<file path="src/hw/aoi_cfg_pkg.sv">
package aoi_cfg_pkg;

	// ------------------------------
	// register bank widths
	// ------------------------------

	// window coordinates, sizes and pixel/line counters
	localparam int WIN_W = 12;
	// pixel format register width
	localparam int REG_W = 32;
	// test image select width
	localparam int TEST_SEL_W = 3;

	// one coordinate or size
	typedef logic [WIN_W-1:0] coord_t;

	// statistics window, offsets relative to the active image
	typedef struct packed {
		coord_t x_start;
		coord_t width;
		coord_t y_start;
		coord_t height;
	} aoi_window_t;

	// ------------------------------
	// pixel format decode
	// ------------------------------

	// signature = {fmt[20], fmt[19], fmt[3:0]}
	// enough to tell the four supported formats apart
	localparam int MONO_SIG_W = 6;

	// Mono8    0x0108_0001 -> 0 1 0001
	// Mono10   0x0110_0003 -> 1 0 0011
	// BayerGR8 0x0108_0008 -> 0 1 1000
	// BayerGR10 0x0110_000C -> 1 0 1100
	localparam logic [MONO_SIG_W-1:0] FMT_SIG_MONO8 = 6'b01_0001;
	localparam logic [MONO_SIG_W-1:0] FMT_SIG_MONO10 = 6'b10_0011;

	// ------------------------------
	// test image select
	// ------------------------------

	// 000 real sensor image
	// anything else is a generated pattern, no statistics then
	localparam logic [TEST_SEL_W-1:0] TEST_IMG_REAL = 3'b000;

endpackage

</file>
<file path="src/hw/aoi_video_pkg.sv">
package aoi_video_pkg;

	// ------------------------------
	// pixel stream widths
	// ------------------------------

	// raw bayer sample width from the sensor
	localparam int PIX_W = 10;

	// fixed latency from input to output
	localparam int VIDEO_DLY = 2;
	// flags take one plain stage
	// the second stage is the gated one
	localparam int FLAG_DLY = 1;

	// ------------------------------
	// stream types
	// ------------------------------

	// one sensor sample
	typedef logic [PIX_W-1:0] pix_t;

	// bayer component of the current pixel
	// at most one bit high per pixel
	typedef struct packed {
		logic r;
		logic g;
		logic b;
	} color_flags_t;

	// frame framing plus pixel value
	// carried unchanged to the output, only delayed
	typedef struct packed {
		logic fval;
		pix_t pix;
	} frame_data_t;

	// line valid is not part of frame_data_t
	// the output line valid is rebuilt from the window
	// so the input one never reaches the output directly

endpackage
</file>
<file path="src/hw/wb_aoi_sel.sv">
`timescale 1ns/1ps

module wb_aoi_sel (
	input  logic                               clk,
	input  logic                               i_rst_n,
	// video in
	input  aoi_video_pkg::frame_data_t         i_video,
	input  logic                               i_lval,
	input  aoi_video_pkg::color_flags_t        i_flags,
	// configuration from the register bank
	input  aoi_cfg_pkg::aoi_window_t           i_window,
	input  logic [aoi_cfg_pkg::REG_W-1:0]      i_pixel_format,
	input  logic [aoi_cfg_pkg::TEST_SEL_W-1:0] i_test_image_sel,
	input  logic                               i_interrupt_en,
	input  logic                               i_interrupt_pin,
	// video out
	output aoi_video_pkg::frame_data_t         o_video,
	output logic                               o_lval,
	output aoi_video_pkg::color_flags_t        o_flags,
	// status
	output logic                               o_interrupt_en,
	output aoi_cfg_pkg::coord_t                o_win_width,
	output aoi_cfg_pkg::coord_t                o_win_height
);
	import aoi_cfg_pkg::*;

	// captured window and arm from control
	aoi_window_t window_cap;
	logic win_arm;
	// window flag, one cycle behind the input pixel
	logic in_win;

	aoi_ctrl u_ctrl (
		.clk              (clk),
		.i_rst_n          (i_rst_n),
		.i_fval           (i_video.fval),
		.i_window         (i_window),
		.i_pixel_format   (i_pixel_format),
		.i_test_image_sel (i_test_image_sel),
		.i_interrupt_en   (i_interrupt_en),
		.i_interrupt_pin  (i_interrupt_pin),
		.o_window_cap     (window_cap),
		.o_win_arm        (win_arm),
		.o_interrupt_en   (o_interrupt_en),
		.o_win_width      (o_win_width),
		.o_win_height     (o_win_height)
	);

	aoi_window_gen u_window_gen (
		.clk          (clk),
		.i_rst_n      (i_rst_n),
		.i_fval       (i_video.fval),
		.i_lval       (i_lval),
		.i_window_cap (window_cap),
		.i_win_arm    (win_arm),
		.o_in_win     (in_win)
	);

	// two cycles to the pins
	aoi_output_stage u_output_stage (
		.clk      (clk),
		.i_rst_n  (i_rst_n),
		.i_video  (i_video),
		.i_flags  (i_flags),
		.i_in_win (in_win),
		.o_video  (o_video),
		.o_lval   (o_lval),
		.o_flags  (o_flags)
	);

endmodule

</file>
<file path="src/hw/aoi_output_stage.sv">
`timescale 1ns/1ps

module aoi_output_stage (
	input  logic                        clk,
	input  logic                        i_rst_n,
	input  aoi_video_pkg::frame_data_t  i_video,
	input  aoi_video_pkg::color_flags_t i_flags,
	input  logic                        i_in_win,
	output aoi_video_pkg::frame_data_t  o_video,
	output logic                        o_lval,
	output aoi_video_pkg::color_flags_t o_flags
);
	import aoi_video_pkg::*;

	// flags after the first stage
	color_flags_t flags_d1;

	// ------------------------------
	// plain delay
	// ------------------------------

	// fval and pixel, untouched
	aoi_delay_line #(
		.payload_t (frame_data_t),
		.DEPTH     (VIDEO_DLY)
	) u_video_dly (
		.clk     (clk),
		.i_rst_n (i_rst_n),
		.i_d     (i_video),
		.o_q     (o_video)
	);

	// flags, one stage
	aoi_delay_line #(
		.payload_t (color_flags_t),
		.DEPTH     (FLAG_DLY)
	) u_flags_dly (
		.clk     (clk),
		.i_rst_n (i_rst_n),
		.i_d     (i_flags),
		.o_q     (flags_d1)
	);

	// ------------------------------
	// gated stage
	// ------------------------------

	// in_win already lags one cycle, one more flop aligns with o_video
	always_ff @(posedge clk) begin
		if (!i_rst_n) begin
			o_lval <= 1'b0;
			o_flags <= '0;
		end else begin
			o_lval <= i_in_win;
			// outside the window flags read as zero
			o_flags <= i_in_win ? flags_d1 : '0;
		end
	end

endmodule

</file>
<file path="src/hw/aoi_window_gen.sv">
`timescale 1ns/1ps

module aoi_window_gen (
	input  logic                     clk,
	input  logic                     i_rst_n,
	input  logic                     i_fval,
	input  logic                     i_lval,
	input  aoi_cfg_pkg::aoi_window_t i_window_cap,
	input  logic                     i_win_arm,
	output logic                     o_in_win
);
	import aoi_cfg_pkg::*;

	// position counters
	coord_t pix_cnt;
	coord_t line_cnt;
	logic lval_d1;
	logic lval_fall;

	// window end, first position outside
	coord_t x_end;
	coord_t y_end;

	// direction enables
	logic x_en;
	logic y_en;
	logic x_en_nxt;
	logic y_en_nxt;

	// ------------------------------
	// counters
	// ------------------------------

	assign lval_fall = lval_d1 & ~i_lval;

	always_ff @(posedge clk) begin
		if (!i_rst_n) begin
			lval_d1 <= 1'b0;
			pix_cnt <= '0;
			line_cnt <= '0;
		end else begin
			lval_d1 <= i_lval;
			// column of the current pixel, zero on the first one
			if (!i_lval) begin
				pix_cnt <= '0;
			end else begin
				pix_cnt <= pix_cnt + 1'b1;
			end
			// row advances once per line, in blanking
			if (!i_fval) begin
				line_cnt <= '0;
			end else if (lval_fall) begin
				line_cnt <= line_cnt + 1'b1;
			end
		end
	end

	// ------------------------------
	// window compare
	// ------------------------------

	assign x_end = i_window_cap.x_start + i_window_cap.width;
	assign y_end = i_window_cap.y_start + i_window_cap.height;

	// x: open at x_start, close at the end or when the line stops
	always_comb begin
		x_en_nxt = x_en;
		if (!i_win_arm || !i_lval) begin
			x_en_nxt = 1'b0;
		end else if (pix_cnt == i_window_cap.x_start) begin
			x_en_nxt = 1'b1;
		end else if (pix_cnt == x_end) begin
			x_en_nxt = 1'b0;
		end
	end

	// y: same on line count, held through the blanking
	always_comb begin
		y_en_nxt = y_en;
		if (!i_win_arm) begin
			y_en_nxt = 1'b0;
		end else if (line_cnt == i_window_cap.y_start) begin
			y_en_nxt = 1'b1;
		end else if (line_cnt == y_end) begin
			y_en_nxt = 1'b0;
		end
	end

	// in_win belongs to the pixel one cycle earlier
	always_ff @(posedge clk) begin
		if (!i_rst_n) begin
			x_en <= 1'b0;
			y_en <= 1'b0;
			o_in_win <= 1'b0;
		end else begin
			x_en <= x_en_nxt;
			y_en <= y_en_nxt;
			o_in_win <= x_en_nxt & y_en_nxt;
		end
	end

endmodule

</file>
<file path="src/hw/aoi_ctrl.sv">
`timescale 1ns/1ps

module aoi_ctrl (
	input  logic                               clk,
	input  logic                               i_rst_n,
	input  logic                               i_fval,
	input  aoi_cfg_pkg::aoi_window_t           i_window,
	input  logic [aoi_cfg_pkg::REG_W-1:0]      i_pixel_format,
	input  logic [aoi_cfg_pkg::TEST_SEL_W-1:0] i_test_image_sel,
	input  logic                               i_interrupt_en,
	input  logic                               i_interrupt_pin,
	output aoi_cfg_pkg::aoi_window_t           o_window_cap,
	output logic                               o_win_arm,
	output logic                               o_interrupt_en,
	output aoi_cfg_pkg::coord_t                o_win_width,
	output aoi_cfg_pkg::coord_t                o_win_height
);
	import aoi_cfg_pkg::*;

	// frame valid history
	logic fval_d1;
	logic fval_d2;
	logic fval_rise;
	logic fval_fall;

	// interrupt pin edge
	logic int_pin_d1;
	logic int_pin_rise;

	// enable terms
	logic int_en_frame;
	logic [MONO_SIG_W-1:0] fmt_sig;
	logic mono_sel;
	logic zero_size;
	logic aoi_enable;

	// ------------------------------
	// edge detection
	// ------------------------------

	always_ff @(posedge clk) begin
		if (!i_rst_n) begin
			fval_d1 <= 1'b0;
			fval_d2 <= 1'b0;
			int_pin_d1 <= 1'b0;
		end else begin
			fval_d1 <= i_fval;
			fval_d2 <= fval_d1;
			int_pin_d1 <= i_interrupt_pin;
		end
	end

	// rise seen on the input itself, window taken right away
	assign fval_rise = i_fval & ~fval_d1;
	// fall seen one stage late, lines up with the delayed video
	assign fval_fall = fval_d2 & ~fval_d1;
	assign int_pin_rise = i_interrupt_pin & ~int_pin_d1;

	// ------------------------------
	// enable terms
	// ------------------------------

	// interrupt enable sampled at frame start only
	// so a frame is either counted whole or not at all
	// clearing it takes effect at once
	always_ff @(posedge clk) begin
		if (!i_rst_n) begin
			int_en_frame <= 1'b0;
		end else if (!i_interrupt_en) begin
			int_en_frame <= 1'b0;
		end else if (fval_rise) begin
			int_en_frame <= 1'b1;
		end
	end

	// mono formats carry no colour, statistics make no sense
	assign fmt_sig = {i_pixel_format[20], i_pixel_format[19], i_pixel_format[3:0]};

	always_ff @(posedge clk) begin
		if (!i_rst_n) begin
			mono_sel <= 1'b0;
		end else begin
			case (fmt_sig)
				FMT_SIG_MONO8,
				FMT_SIG_MONO10: mono_sel <= 1'b1;
				default: mono_sel <= 1'b0;
			endcase
		end
	end

	// window capture at frame start
	always_ff @(posedge clk) begin
		if (!i_rst_n) begin
			o_window_cap <= '0;
		end else if (fval_rise) begin
			o_window_cap <= i_window;
		end
	end

	// empty window, nothing to select
	assign zero_size = (o_window_cap.width == '0) || (o_window_cap.height == '0);

	assign aoi_enable = int_en_frame & ~mono_sel & ~zero_size &
		(i_test_image_sel == TEST_IMG_REAL);

	// window generator only runs inside the delayed frame
	assign o_win_arm = aoi_enable & fval_d1;

	// ------------------------------
	// interrupt and size latch
	// ------------------------------

	// set at the end of an enabled frame
	// any enable term dropping clears it
	always_ff @(posedge clk) begin
		if (!i_rst_n) begin
			o_interrupt_en <= 1'b0;
		end else if (!aoi_enable) begin
			o_interrupt_en <= 1'b0;
		end else if (fval_fall) begin
			o_interrupt_en <= 1'b1;
		end
	end

	// size of the window the statistics belong to
	// held for firmware while it services the interrupt
	always_ff @(posedge clk) begin
		if (!i_rst_n) begin
			o_win_width <= '0;
			o_win_height <= '0;
		end else if (int_pin_rise) begin
			o_win_width <= o_window_cap.width;
			o_win_height <= o_window_cap.height;
		end
	end

endmodule

</file>
<file path="src/hw/aoi_delay_line.sv">
`timescale 1ns/1ps

module aoi_delay_line #(
	parameter type payload_t = aoi_video_pkg::frame_data_t,
	parameter int  DEPTH     = 2
) (
	input  logic     clk,
	input  logic     i_rst_n,
	input  payload_t i_d,
	output payload_t o_q
);

	// shift chain, stage 0 nearest the input
	payload_t stage [DEPTH];

	always_ff @(posedge clk) begin
		if (!i_rst_n) begin
			for (int i = 0; i < DEPTH; i++) begin
				stage[i] <= '0;
			end
		end else begin
			stage[0] <= i_d;
			for (int i = 1; i < DEPTH; i++) begin
				stage[i] <= stage[i-1];
			end
		end
	end

	assign o_q = stage[DEPTH-1];

endmodule

</file>
<file path="config.mk">
export PLATFORM = sky130hd
export DESIGN_NAME = wb_aoi_sel
export DESIGN_NICKNAME = d
export VERILOG_FILES = /design/src/hw/aoi_cfg_pkg.sv /design/src/hw/aoi_video_pkg.sv /design/src/hw/wb_aoi_sel.sv /design/src/hw/aoi_output_stage.sv /design/src/hw/aoi_window_gen.sv /design/src/hw/aoi_ctrl.sv /design/src/hw/aoi_delay_line.sv
export SDC_FILE = /design/constraint.sdc
export NUM_CORES = 1
export LEC_CHECK = 0
export ABC_AREA = 1
export BUFFER_PORTS_ARGS = -buffer_cell sky130_fd_sc_hd__buf_2
export CAP_MARGIN = 20
export CORE_UTILIZATION = 35
export DETAILED_ROUTE_END_ITERATION = 10
export HOLD_SLACK_MARGIN = 0.15
export RECOVER_POWER = 50
export SETUP_SLACK_MARGIN = 0.05
export SLEW_MARGIN = 30
export SYNTH_ARGS = -nofsm -noshare
export SYNTH_HDL_FRONTEND = slang
export SYNTH_SLANG_ARGS = --single-unit
</file>
<file path="constraint.sdc">
create_clock -name clk -period 5.3 [get_ports clk]
set_input_delay 0.795 -clock clk [delete_from_list [all_inputs] [get_ports clk]]
set_output_delay 0.795 -clock clk [all_outputs]
set_load 0.005 [all_outputs]
</file>
# Yosys cells after proc, flatten, opt, wreduce, memory -nomap -nowiden
# Memory sizes are Yosys's and may differ from the RTL's. A register that Yosys moved wholly into a read port is not among the register bits.
# Index checks and enable logic that the tools add are counted.
classes:
  mux: 13
  n_lt_le_gt_ge: 0
  eq_ne: 6
  n_shift: 0
  bitwise_logic: 16
  mul: 0
  n_reduce_logical: 15
  addsub: 4
  div_mod_pow: 0
op_table:
  columns: ["cell", "count"]
  rows:
  - ["equality test 12 bit", 4]
  - ["adder 12 x 1 -> 12 bit, second input constant", 2]
  - ["adder 12 bit", 2]
  - ["logical NOT 12 bit", 2]
  - ["2-to-1 mux 11 bit", 2]
  - ["2-to-1 mux 1 bit", 10]
  - ["AND reduction 2 bit", 5]
  - ["bitwise AND 1 bit", 9]
  - ["equality test 6 x 5 -> 1 bit, second input constant", 1]
  - ["equality test 6 bit, second input constant", 1]
  - ["NOT 1 bit", 5]
  - ["logical NOT 1 bit", 3]
  - ["logical NOT 3 bit", 1]
  - ["2-to-1 mux 3 bit", 1]
  - ["OR reduction 3 bit", 1]
  - ["logical OR 1 bit", 2]
  - ["bitwise OR 1 bit", 2]
  - ["OR reduction 2 bit", 1]
word_totals:
  in_bits: 102
  n_memories: 2
  out_inout_bits: 40
  reg_bits: 107
  word_cells: 75
  ram_bits: 25
  mem_bits_ro: 0
  latchBits: 0
mem_list:
  columns: ["memory", "depth", "word_bits", "read_ports", "rd_clocked_by_memory_dff", "wr", "line", "rtl"]
  rows:
  - ["u_output_stage.u_video_dly.stage", 2, 11, 2, 0, 2, "aoi_delay_line.sv:14", "payload_t stage [DEPTH];"]
  - ["u_output_stage.u_flags_dly.stage", 1, 3, 1, 1, 1, "aoi_delay_line.sv:14", null]

# Logic depth before layout (Yosys ltp)
# Gate-level depths: netlist of the first run.
depth:
  word_depth: 10
  ltp_mapped: 17
  depth_no_buf: 17

# Hierarchy
# From an unflattened synthesis of the first run, not the netlist that was laid out.
unflattened:
  hier_cells: 970
  area_unflattened_um2: 6905.4
modules_own_cells:
  columns: ["module", "seq_area_each_um2", "n_inst", "cells_per_inst", "area_per_inst_um2"]
  rows:
  - ["aoi_window_gen", 560.5, 1, 501, 3091.7]
  - ["aoi_ctrl", 1561.5, 1, 369, 2907.8]
  - ["aoi_delay_line at u_output_stage.u_video_dly", 440.4, 1, 79, 710.7]
  - ["aoi_output_stage", 80.1, 1, 12, 112.6]
  - ["aoi_delay_line at u_output_stage.u_flags_dly", 60.1, 1, 9, 82.6]

# Least setup slack after synthesis of the first run
# Ideal clock, no wire load.
synth_path:
  path_type: "register -> register"
  start: "register u_ctrl.o_window_cap[0] (netlist name)"
  end: "register u_window_gen.y_en"
  synth_period_minus_slack_ns: 2.002
  arrival_ns: 1.889
  path_buffers: 0
  setup_time_ns: 0.113
  stages_incl_launch_ff: 14
  slack_ns: 3.298
  t_required_ns: 5.187
  path_cell_list: "dfxtp_1 -> ha_1 -> fa_1 -> or2_1 -> nand2_1 -> nand2_1 -> a21oi_2 -> nand3_1 -> nor3_2 -> nand2_1 -> nand2_1 -> nand2_1 -> nand2_1 -> nor2_1"
synth_between:
  elab_chain_cells: 7
  word_cells_on_any_way: 11
  cone_classes: "add/sub: 1; eq/ne: 1; mux: 3; bitwise: 4; reduce/logical: 2"
synth_lines:
  columns: ["element", "line", "rtl"]
  rows:
  - ["from (decl)", "aoi_ctrl.sv:12", "output aoi_cfg_pkg::aoi_window_t o_window_cap,"]
  - ["from (signal assigned)", "aoi_ctrl.sv:96", "o_window_cap <= i_window;"]
  - ["branches (longest 6 deep; another with adder 12 bit)", null, null]
  - ["2-to-1 mux 1 bit (*)", "aoi_window_gen.sv:80", "if (!i_win_arm) begin"]
  - ["to (signal assigned)", "aoi_window_gen.sv:97", "y_en <= y_en_nxt;"]
  - ["to (decl)", "aoi_window_gen.sv:26", "logic y_en;"]
# Mark *: on every way between the ends.
# A chain may end at the register's enable or synchronous reset.

# Worst setup path after layout of the first run
layout_path:
  start: "input port i_video[10] (netlist name)"
  end: "register u_ctrl.o_window_cap[0] (netlist name)"
layout_between:
  elab_chain_cells: 1
layout_lines:
  columns: ["element", "line", "rtl"]
  rows:
  - ["from (decl)", "wb_aoi_sel.sv:7", "input aoi_video_pkg::frame_data_t i_video,"]
  - ["bitwise AND 1 bit", "aoi_ctrl.sv:54", "assign fval_rise = i_fval & ~fval_d1;"]
# No other way between the ends.

==> impl_results.md, run 1 <==
* Avg WL per Cell at 12.80 µm
* Placed cells at approximately 1200
* Hold WC Path Type: reg2reg
* Net count after synthesis at between 1000 and 1500
* # Post-CTS Setup Buffers at 0
* Post-CTS Resized at 0
* Clock-pin slew on the worst setup and hold paths at about 60 ps
* GR Overflow Total at 0
* Drc violations at 0
* Vias in the first global route at between 5000 and 6000
* Router iterations before antenna repair at 4
* Seq cells post-synth at roughly 130
* CP max stage delay at approximately 1300 ps
* Antenna diodes at 0
* Pwr Density at approximately 330 nW/µm²
* Crit path kind: in2reg
* I/O Buffers at between 100 and 150
* F_max at 302.6 MHz
* Worst skew pair latency at around 420 ps
* Area growth, synth to finish at 18.57%
* Die Wd at 139.3 µm
* Drt first-iter violations at between 300 and 400
* Share of cells above drive strength 1 at between 10% and 20%
* Dpl hpwl at approximately 12 mm
* Cell accounting for the most synthesized area: dfxtp_1
* Mapped Avg Cell Area at slightly above 7 µm²
* Fill cell count at about 1900
* Seq/Total Area, Yosys at between 40% and 50%
* Mapped Cells at between 900 and 1000
* Mapped cell area at between 6000 and 7000 µm²
* Root Buffer: clkbuf_16
* Crit start category: input port
* H-tree depth at 4
* Crit share post-route at between 60% and 70%
* # Max-Cap Violations at 2
* Yosys warnings at 0
* Clk buf depth at 2
* P_leak at between 3 and 4 nW
* Initial antenna violation count at 0
* WL final at 16.30 mm
* Vias/cell at about 4.6
* Slowest-stage cell, CP: clkbuf_1
* Nets@finish at around 1200
* Area of the core at roughly 18000 µm²
* Final Max Tran Viols at 100
* Fin Setup TNS at 0 ps
* Total number of vias at ~5900
* Peak supply drop at ~0.20 mV
* CTS buffer count at 17
* Layout Skew at around 11 ps
* Setup ws final at ~2000 ps
* Hold-fix buffers at CTS at 0
* Max transition margin at -18.85%
* Rows at a little under 50
* Outcome: finished with violations
* Critical Path Fanout Max at 60
* Synth top area share at 40.36%
* Data required, critical path at about 5700 ps
* Crit. End Element: flip-flop
* Number of nets with antenna violations after routing at 0
* Die height at 139.3 µm
* Worst path cell trace: clkbuf_1 -> nand2_1 -> inv_1 -> clkbuf_1 -> nor2_1 -> nor2_1
* First-pass GRT wire length at about 27 mm
* Final hold violation count at 0
* Synth area leaders: dfxtp_1 (40%), nand2_1 (11%), nor2_1 (8.6%)
* Largest net degree at the start of global routing at 85
* Gr usage total at ~18%
* Final Non-Filler Cells at around 1300
* Pre-CTS setup slack at about 3000 ps
* I/O Pins at approximately 140
* Tmin final at approximately 3300 ps
* Distinct cells, synth at 34
* Initial Util at a little over a third
* Clock sink total at 133
* Most common cell after layout, fill and taps aside: nand2_1
* RSZ-0062 raised after global routing: false
* Critical Path AT at between 3000 and 4000 ps
* Final setup viols at 0
* CTS tree: built
* GPL Wtd Cong at around 0.87
* Slew @ Worst Pin at 1783 ps
* Failing checks: capacitance limit, slew limit
* Die area at 19400 µm²
* Most frequent cells in the layout: nand2_1 (188), nor2_1 (150), dfxtp_1 (133), inv_1 (117), buf_2 (88)
==> layout make-up <==
type                    count  area [µm²]  share of cell area (%)
clock buffers              19       442.9                   5.662
well taps                 229       286.5                   3.663
repair buffers            118       560.5                   7.166
clock inverters            12       131.4                   1.679
flip-flops and latches    133        2663                   34.04
inverters                 125       469.2                   5.998
multi-input cells         637        3269                   41.79
==> power breakdown <==
group          switching, mW  internal, mW
clock network          0.445         0.702
logic                  0.201         0.141
registers             0.0496          1.05
==> flip-flops by register name, indices dropped and copies added (netlist names) <==
name / count
u_window_gen.line_cnt: 12
u_output_stage.u_flags_dly.stage: 3
u_ctrl.int_pin_d1: 1
u_ctrl.mono_sel: 1
u_ctrl.o_win_width: 12
u_ctrl.o_window_cap: 48
u_ctrl.o_interrupt_en: 1
u_ctrl.fval_d2: 1
u_window_gen.o_in_win: 1
u_window_gen.y_en: 1
u_output_stage.o_flags: 3
u_window_gen.x_en: 1
u_ctrl.int_en_frame: 1
u_output_stage.o_lval: 1
u_ctrl.o_win_height: 12
u_window_gen.pix_cnt: 12
u_window_gen.lval_d1: 1
u_output_stage.u_video_dly.stage: 21
==> cells by family (layout without fill, tap and decap cells) <==
kind of cell    count (synthesis)  after routing  share of synthesized area, %
simple gates                  433            433                         28.05
buf+inv                       165            274                         10.13
flops                         133            133                         40.36
compound gates                132            132                         10.20
xor+xnor                       46             46                         6.107
fa+ha+maj                      26             26                         5.158
==> Yosys cell counts, drive strengths merged <==
cell / n
a21oi: 44
a31oi: 1
and3: 1
buf: 18
clkbuf: 22
dfxtp: 133
fa: 2
ha: 24
inv: 125
nand2: 191
nand3: 43
nand3b: 5
nand4: 10
nor2: 157
nor3: 10
nor3b: 2
nor4: 11
nor4b: 1
o21a: 3
o21ai: 84
or2: 2
xnor2: 14
xor2: 32
==> metrics by stage <==
step / area (µm²) / power, mW / util (%) / hold slack [ps]
after CTS: 7863 / 2.620 / 43.18 / 409.8
final: 7823 / 2.593 / 42.96 / 409.5
after detailed placement: 7288 / 1.468 / 40.03 / 396.2
after floorplan: 6598 / 1.357 / - / 390.5
after global routing: 7823 / 2.728 / 42.96 / 423.7
after global placement: 7288 / 1.464 / 40.03 / 392.4
==> path summary, 6_finish.rpt <==
| path | start | end | slack (ps) | depth (start not counted) |
|---|---|---|---|---|
| max | i_video[10] | u_ctrl.o_window_cap[0] | 2000 | 6 |
| min | u_output_stage.u_video_dly.stage[0][1] | u_output_stage.u_video_dly.stage[0][12] | 410 | 2 |
| max reg2reg | u_output_stage.u_video_dly.stage[0][10] | u_ctrl.o_window_cap[0] | 2120 | 6 |
| min reg2reg | u_output_stage.u_video_dly.stage[0][1] | u_output_stage.u_video_dly.stage[0][12] | 410 | 2 |
==> metal layers <==
metal  wire (µm)  track usage [%]  part of all wire, %  vias to the layer above
met3         747            3.510                  4.6                       21
met4         302            6.725                  1.9                        0
li1            -                -                    -                     3136
met2        6743            26.42                   41                      125
met5           0                0                    0                        -
met1        8503            24.57                   52                     2613
==> worst max-delay path: cells and delay by family <==
| kind | cells | cell delay (ps) |
|---|---|---|
| buffers and inverters | 3 | 1640 |
| and+or+nand+nor | 3 | 1190 |
Note: power is estimated with default switching activity, not from simulation.
==> run 2, diff against run 1 <==
==> constraint.sdc (replaced) <==
create_clock -name clk -period 3.35 [get_ports clk]
set_input_delay 0.5025 -clock clk [delete_from_list [all_inputs] [get_ports clk]]
set_output_delay 0.5025 -clock clk [all_outputs]
set_load 0.005 [all_outputs]
==> impl_results.md, run 2 (same netlist as run 1, synthesis figures left out) <==
* Area of the core at 18210 µm² (unchanged)
* Final Non-Filler Cells at 1276 (+0.24%)
* Tmin final at roughly 2300 ps
* GPL Wtd Cong at 0.8671 (about the same)
* Clock sink total at 133 (unchanged)
* H-tree depth at 4 (unchanged)
* Layout Skew at 8.318 ps (-2.760 ps)
* Initial antenna violation count at 0 (unchanged)
* Die height at 139.3 µm (unchanged)
* Crit path kind: reg2reg
* Nets@finish at 1162 (+0.17%)
* Hold Crit Start: i_pixel_format[2]
* Reg2Reg Depth at 13 (+7)
* Critical Path Fanout Max at 5 (-92%)
* CTS tree: built
* Drc violations at 0 (unchanged)
* Max FFs per register at 48 (unchanged)
* Most common cell after layout, fill and taps aside: nand2_1
* Top sig layer: met4
* Final setup viols at 0 (unchanged)
* P_leak at 3.938 nW (+0.31%)
* Crit share post-route at 68.77%
* Hold WC Path Type: in2reg
* WL final at 16.35 mm (+0.33%)
* Top Registers: u_ctrl.o_window_cap x48, u_output_stage.u_video_dly.stage x21
* Gr usage total at 17.72% (+0.17 points)
* Critical Path AT at 2620 ps (-1030 ps)
* DRT met1 WL at 8.418 mm (-1.0%)
* Share of cells above drive strength 1 at 14.52% (+0.44 points)
* Hold-fix buffers at CTS at 0 (unchanged)
* Met2 wire length at 6.929 mm (+2.8%)
* # Max-Cap Violations at 0 (-2)
* GR Overflow Total at 0 (unchanged)
* Clk buf depth at 2 (unchanged)
* Worst hold endpoint: u_ctrl.mono_sel
* Number of nets with antenna violations after routing at 0 (unchanged)
* RSZ-0062 raised after global routing: false
* Post-route design area at 7816 µm² (about the same)
* Worst skew pair latency at 420 ps (about the same)
* Vias in the first global route at 5452 (+0.073%)
* Area growth, synth to finish at 18.47% (about the same)
* First-pass GRT wire length at 26.95 mm (+0.15%)
* Placed standard-cell area at 7303 µm² (+0.21%)
* Final hold violation count at 0 (unchanged)
* Data required, critical path at 3660 ps (-1990 ps)
* I/O Buffers at 115 (unchanged)
* WHS at 260.7 ps (-148.8 ps)
* R2R Path End: u_window_gen.y_en
* FF-to-FF Start: u_ctrl.o_window_cap[0]
* Fin Setup TNS at 0 ps (unchanged)
* Final core utilization at 42.93% (about the same)
* Total number of vias at 5893 (-0.034%)
* Die Wd at 139.3 µm (unchanged)
* Most frequent cells in the layout: nand2_1 (187), nor2_1 (153), dfxtp_1 (133), inv_1 (117), buf_2 (91)
* Avg WL per Cell at 12.81 µm (about the same)
* Outcome: finished clean
* R2R Setup Slk at 1050 ps (-1070 ps)
* Rows at 49 (unchanged)
* Largest Register: u_ctrl.o_window_cap
* Largest net degree at the start of global routing at 60 (-29%)
* Dpl hpwl at 12.40 mm (+1.4%)
* Root Buffer: clkbuf_16
* Crit start category: flip-flop
* # Post-CTS Setup Buffers at 0 (unchanged)
* I/O Pins at 142 (unchanged)
* Peak supply drop at 0.2818 mV (+43%)
* Slew @ Worst Pin at 628.0 ps (-1155 ps)
* Max transition margin at 58.09% (+77 points)
* Vias/cell at 4.618 (-0.27%)
* Final Max Tran Viols at 0 (-100%)
* Placed cells at 1244 (+0.16%)
* F_max at between 400 and 500 MHz
* Crit. End Element: flip-flop
* Drt first-iter violations at 327 (+8.3%)
* Pwr Density at 516.5 nW/µm² (+56%)
* Die area at 19400 µm² (unchanged)
* CTS buffer count at 17 (unchanged)
* Clock-pin slew on the worst setup and hold paths at 60 ps (about the same)
* Initial Util at 36.23% (unchanged)
* Post-CTS Resized at 0 (unchanged)
* Antenna diodes at 0 (unchanged)
* WHS Path Cells at 2 (unchanged)
* Met3 Wirelength at 769 µm (+2.9%)
* Router iterations before antenna repair at 5 (+1)
==> run 2: area by class of cell <==
cell class	instances	area [µm²]
clock inverters	14	126.4
fillers	1895	10390
well taps	229	286.5
flip-flops and latches	133	2663
repair buffers	120	583.1
multi-input cells	637	3259
inverters	125	469.2
clock buffers	18	429.2
==> run 2: metal layers <==
layer	vias to the layer above	global-route usage (%)
li1	3142	-
met1	2616	24.36
met2	120	27.24
met3	15	3.785
met4	0	6.374
met5	-	0
==> run 2: per-stage QoR <==
stage	setup WS (ps)	power [mW]
detailed placement	1035	2.325
finish	1046	4.037
CTS	1028	4.089
floorplan	1348	2.147
global placement	1057	2.319
global route	833.3	4.241
==> run 2: worst max path at each step <==
stage | slack (ps) | cells after the start | from | to
final | 1050 | 13 | u_ctrl.o_window_cap[0] | u_window_gen.y_en
after global routing | 830 | 16 | u_ctrl.o_window_cap[0] | u_window_gen.y_en
after CTS | 1030 | 13 | u_ctrl.o_window_cap[0] | u_window_gen.y_en
after detailed placement | 1040 | 13 | u_ctrl.o_window_cap[0] | u_window_gen.y_en
after global placement | 1060 | 13 | u_ctrl.o_window_cap[0] | u_window_gen.y_en
after floorplan | 1350 | 13 | u_ctrl.o_window_cap[0] | u_window_gen.y_en
==> run 2: worst max-delay path, cell delays in order (launching register included) <==
cell and delay, ps:
dfxtp_1 390, ha_1 290, fa_1 470, or2_1 260
nand2_1 60, nand2_1 60, a21oi_2 120, nand3_1 90
nor3_2 190, nand2_1 60, nand2_1 50, nand2_1 40
nand2_1 70, nor2_1 40
==> run 2: report_power, final <==
group	total (mW)	internal, mW	switching (mW)
Combinational	0.543	0.224	0.319
Sequential	1.74	1.67	0.0777
Clock	1.75	1.03	0.725
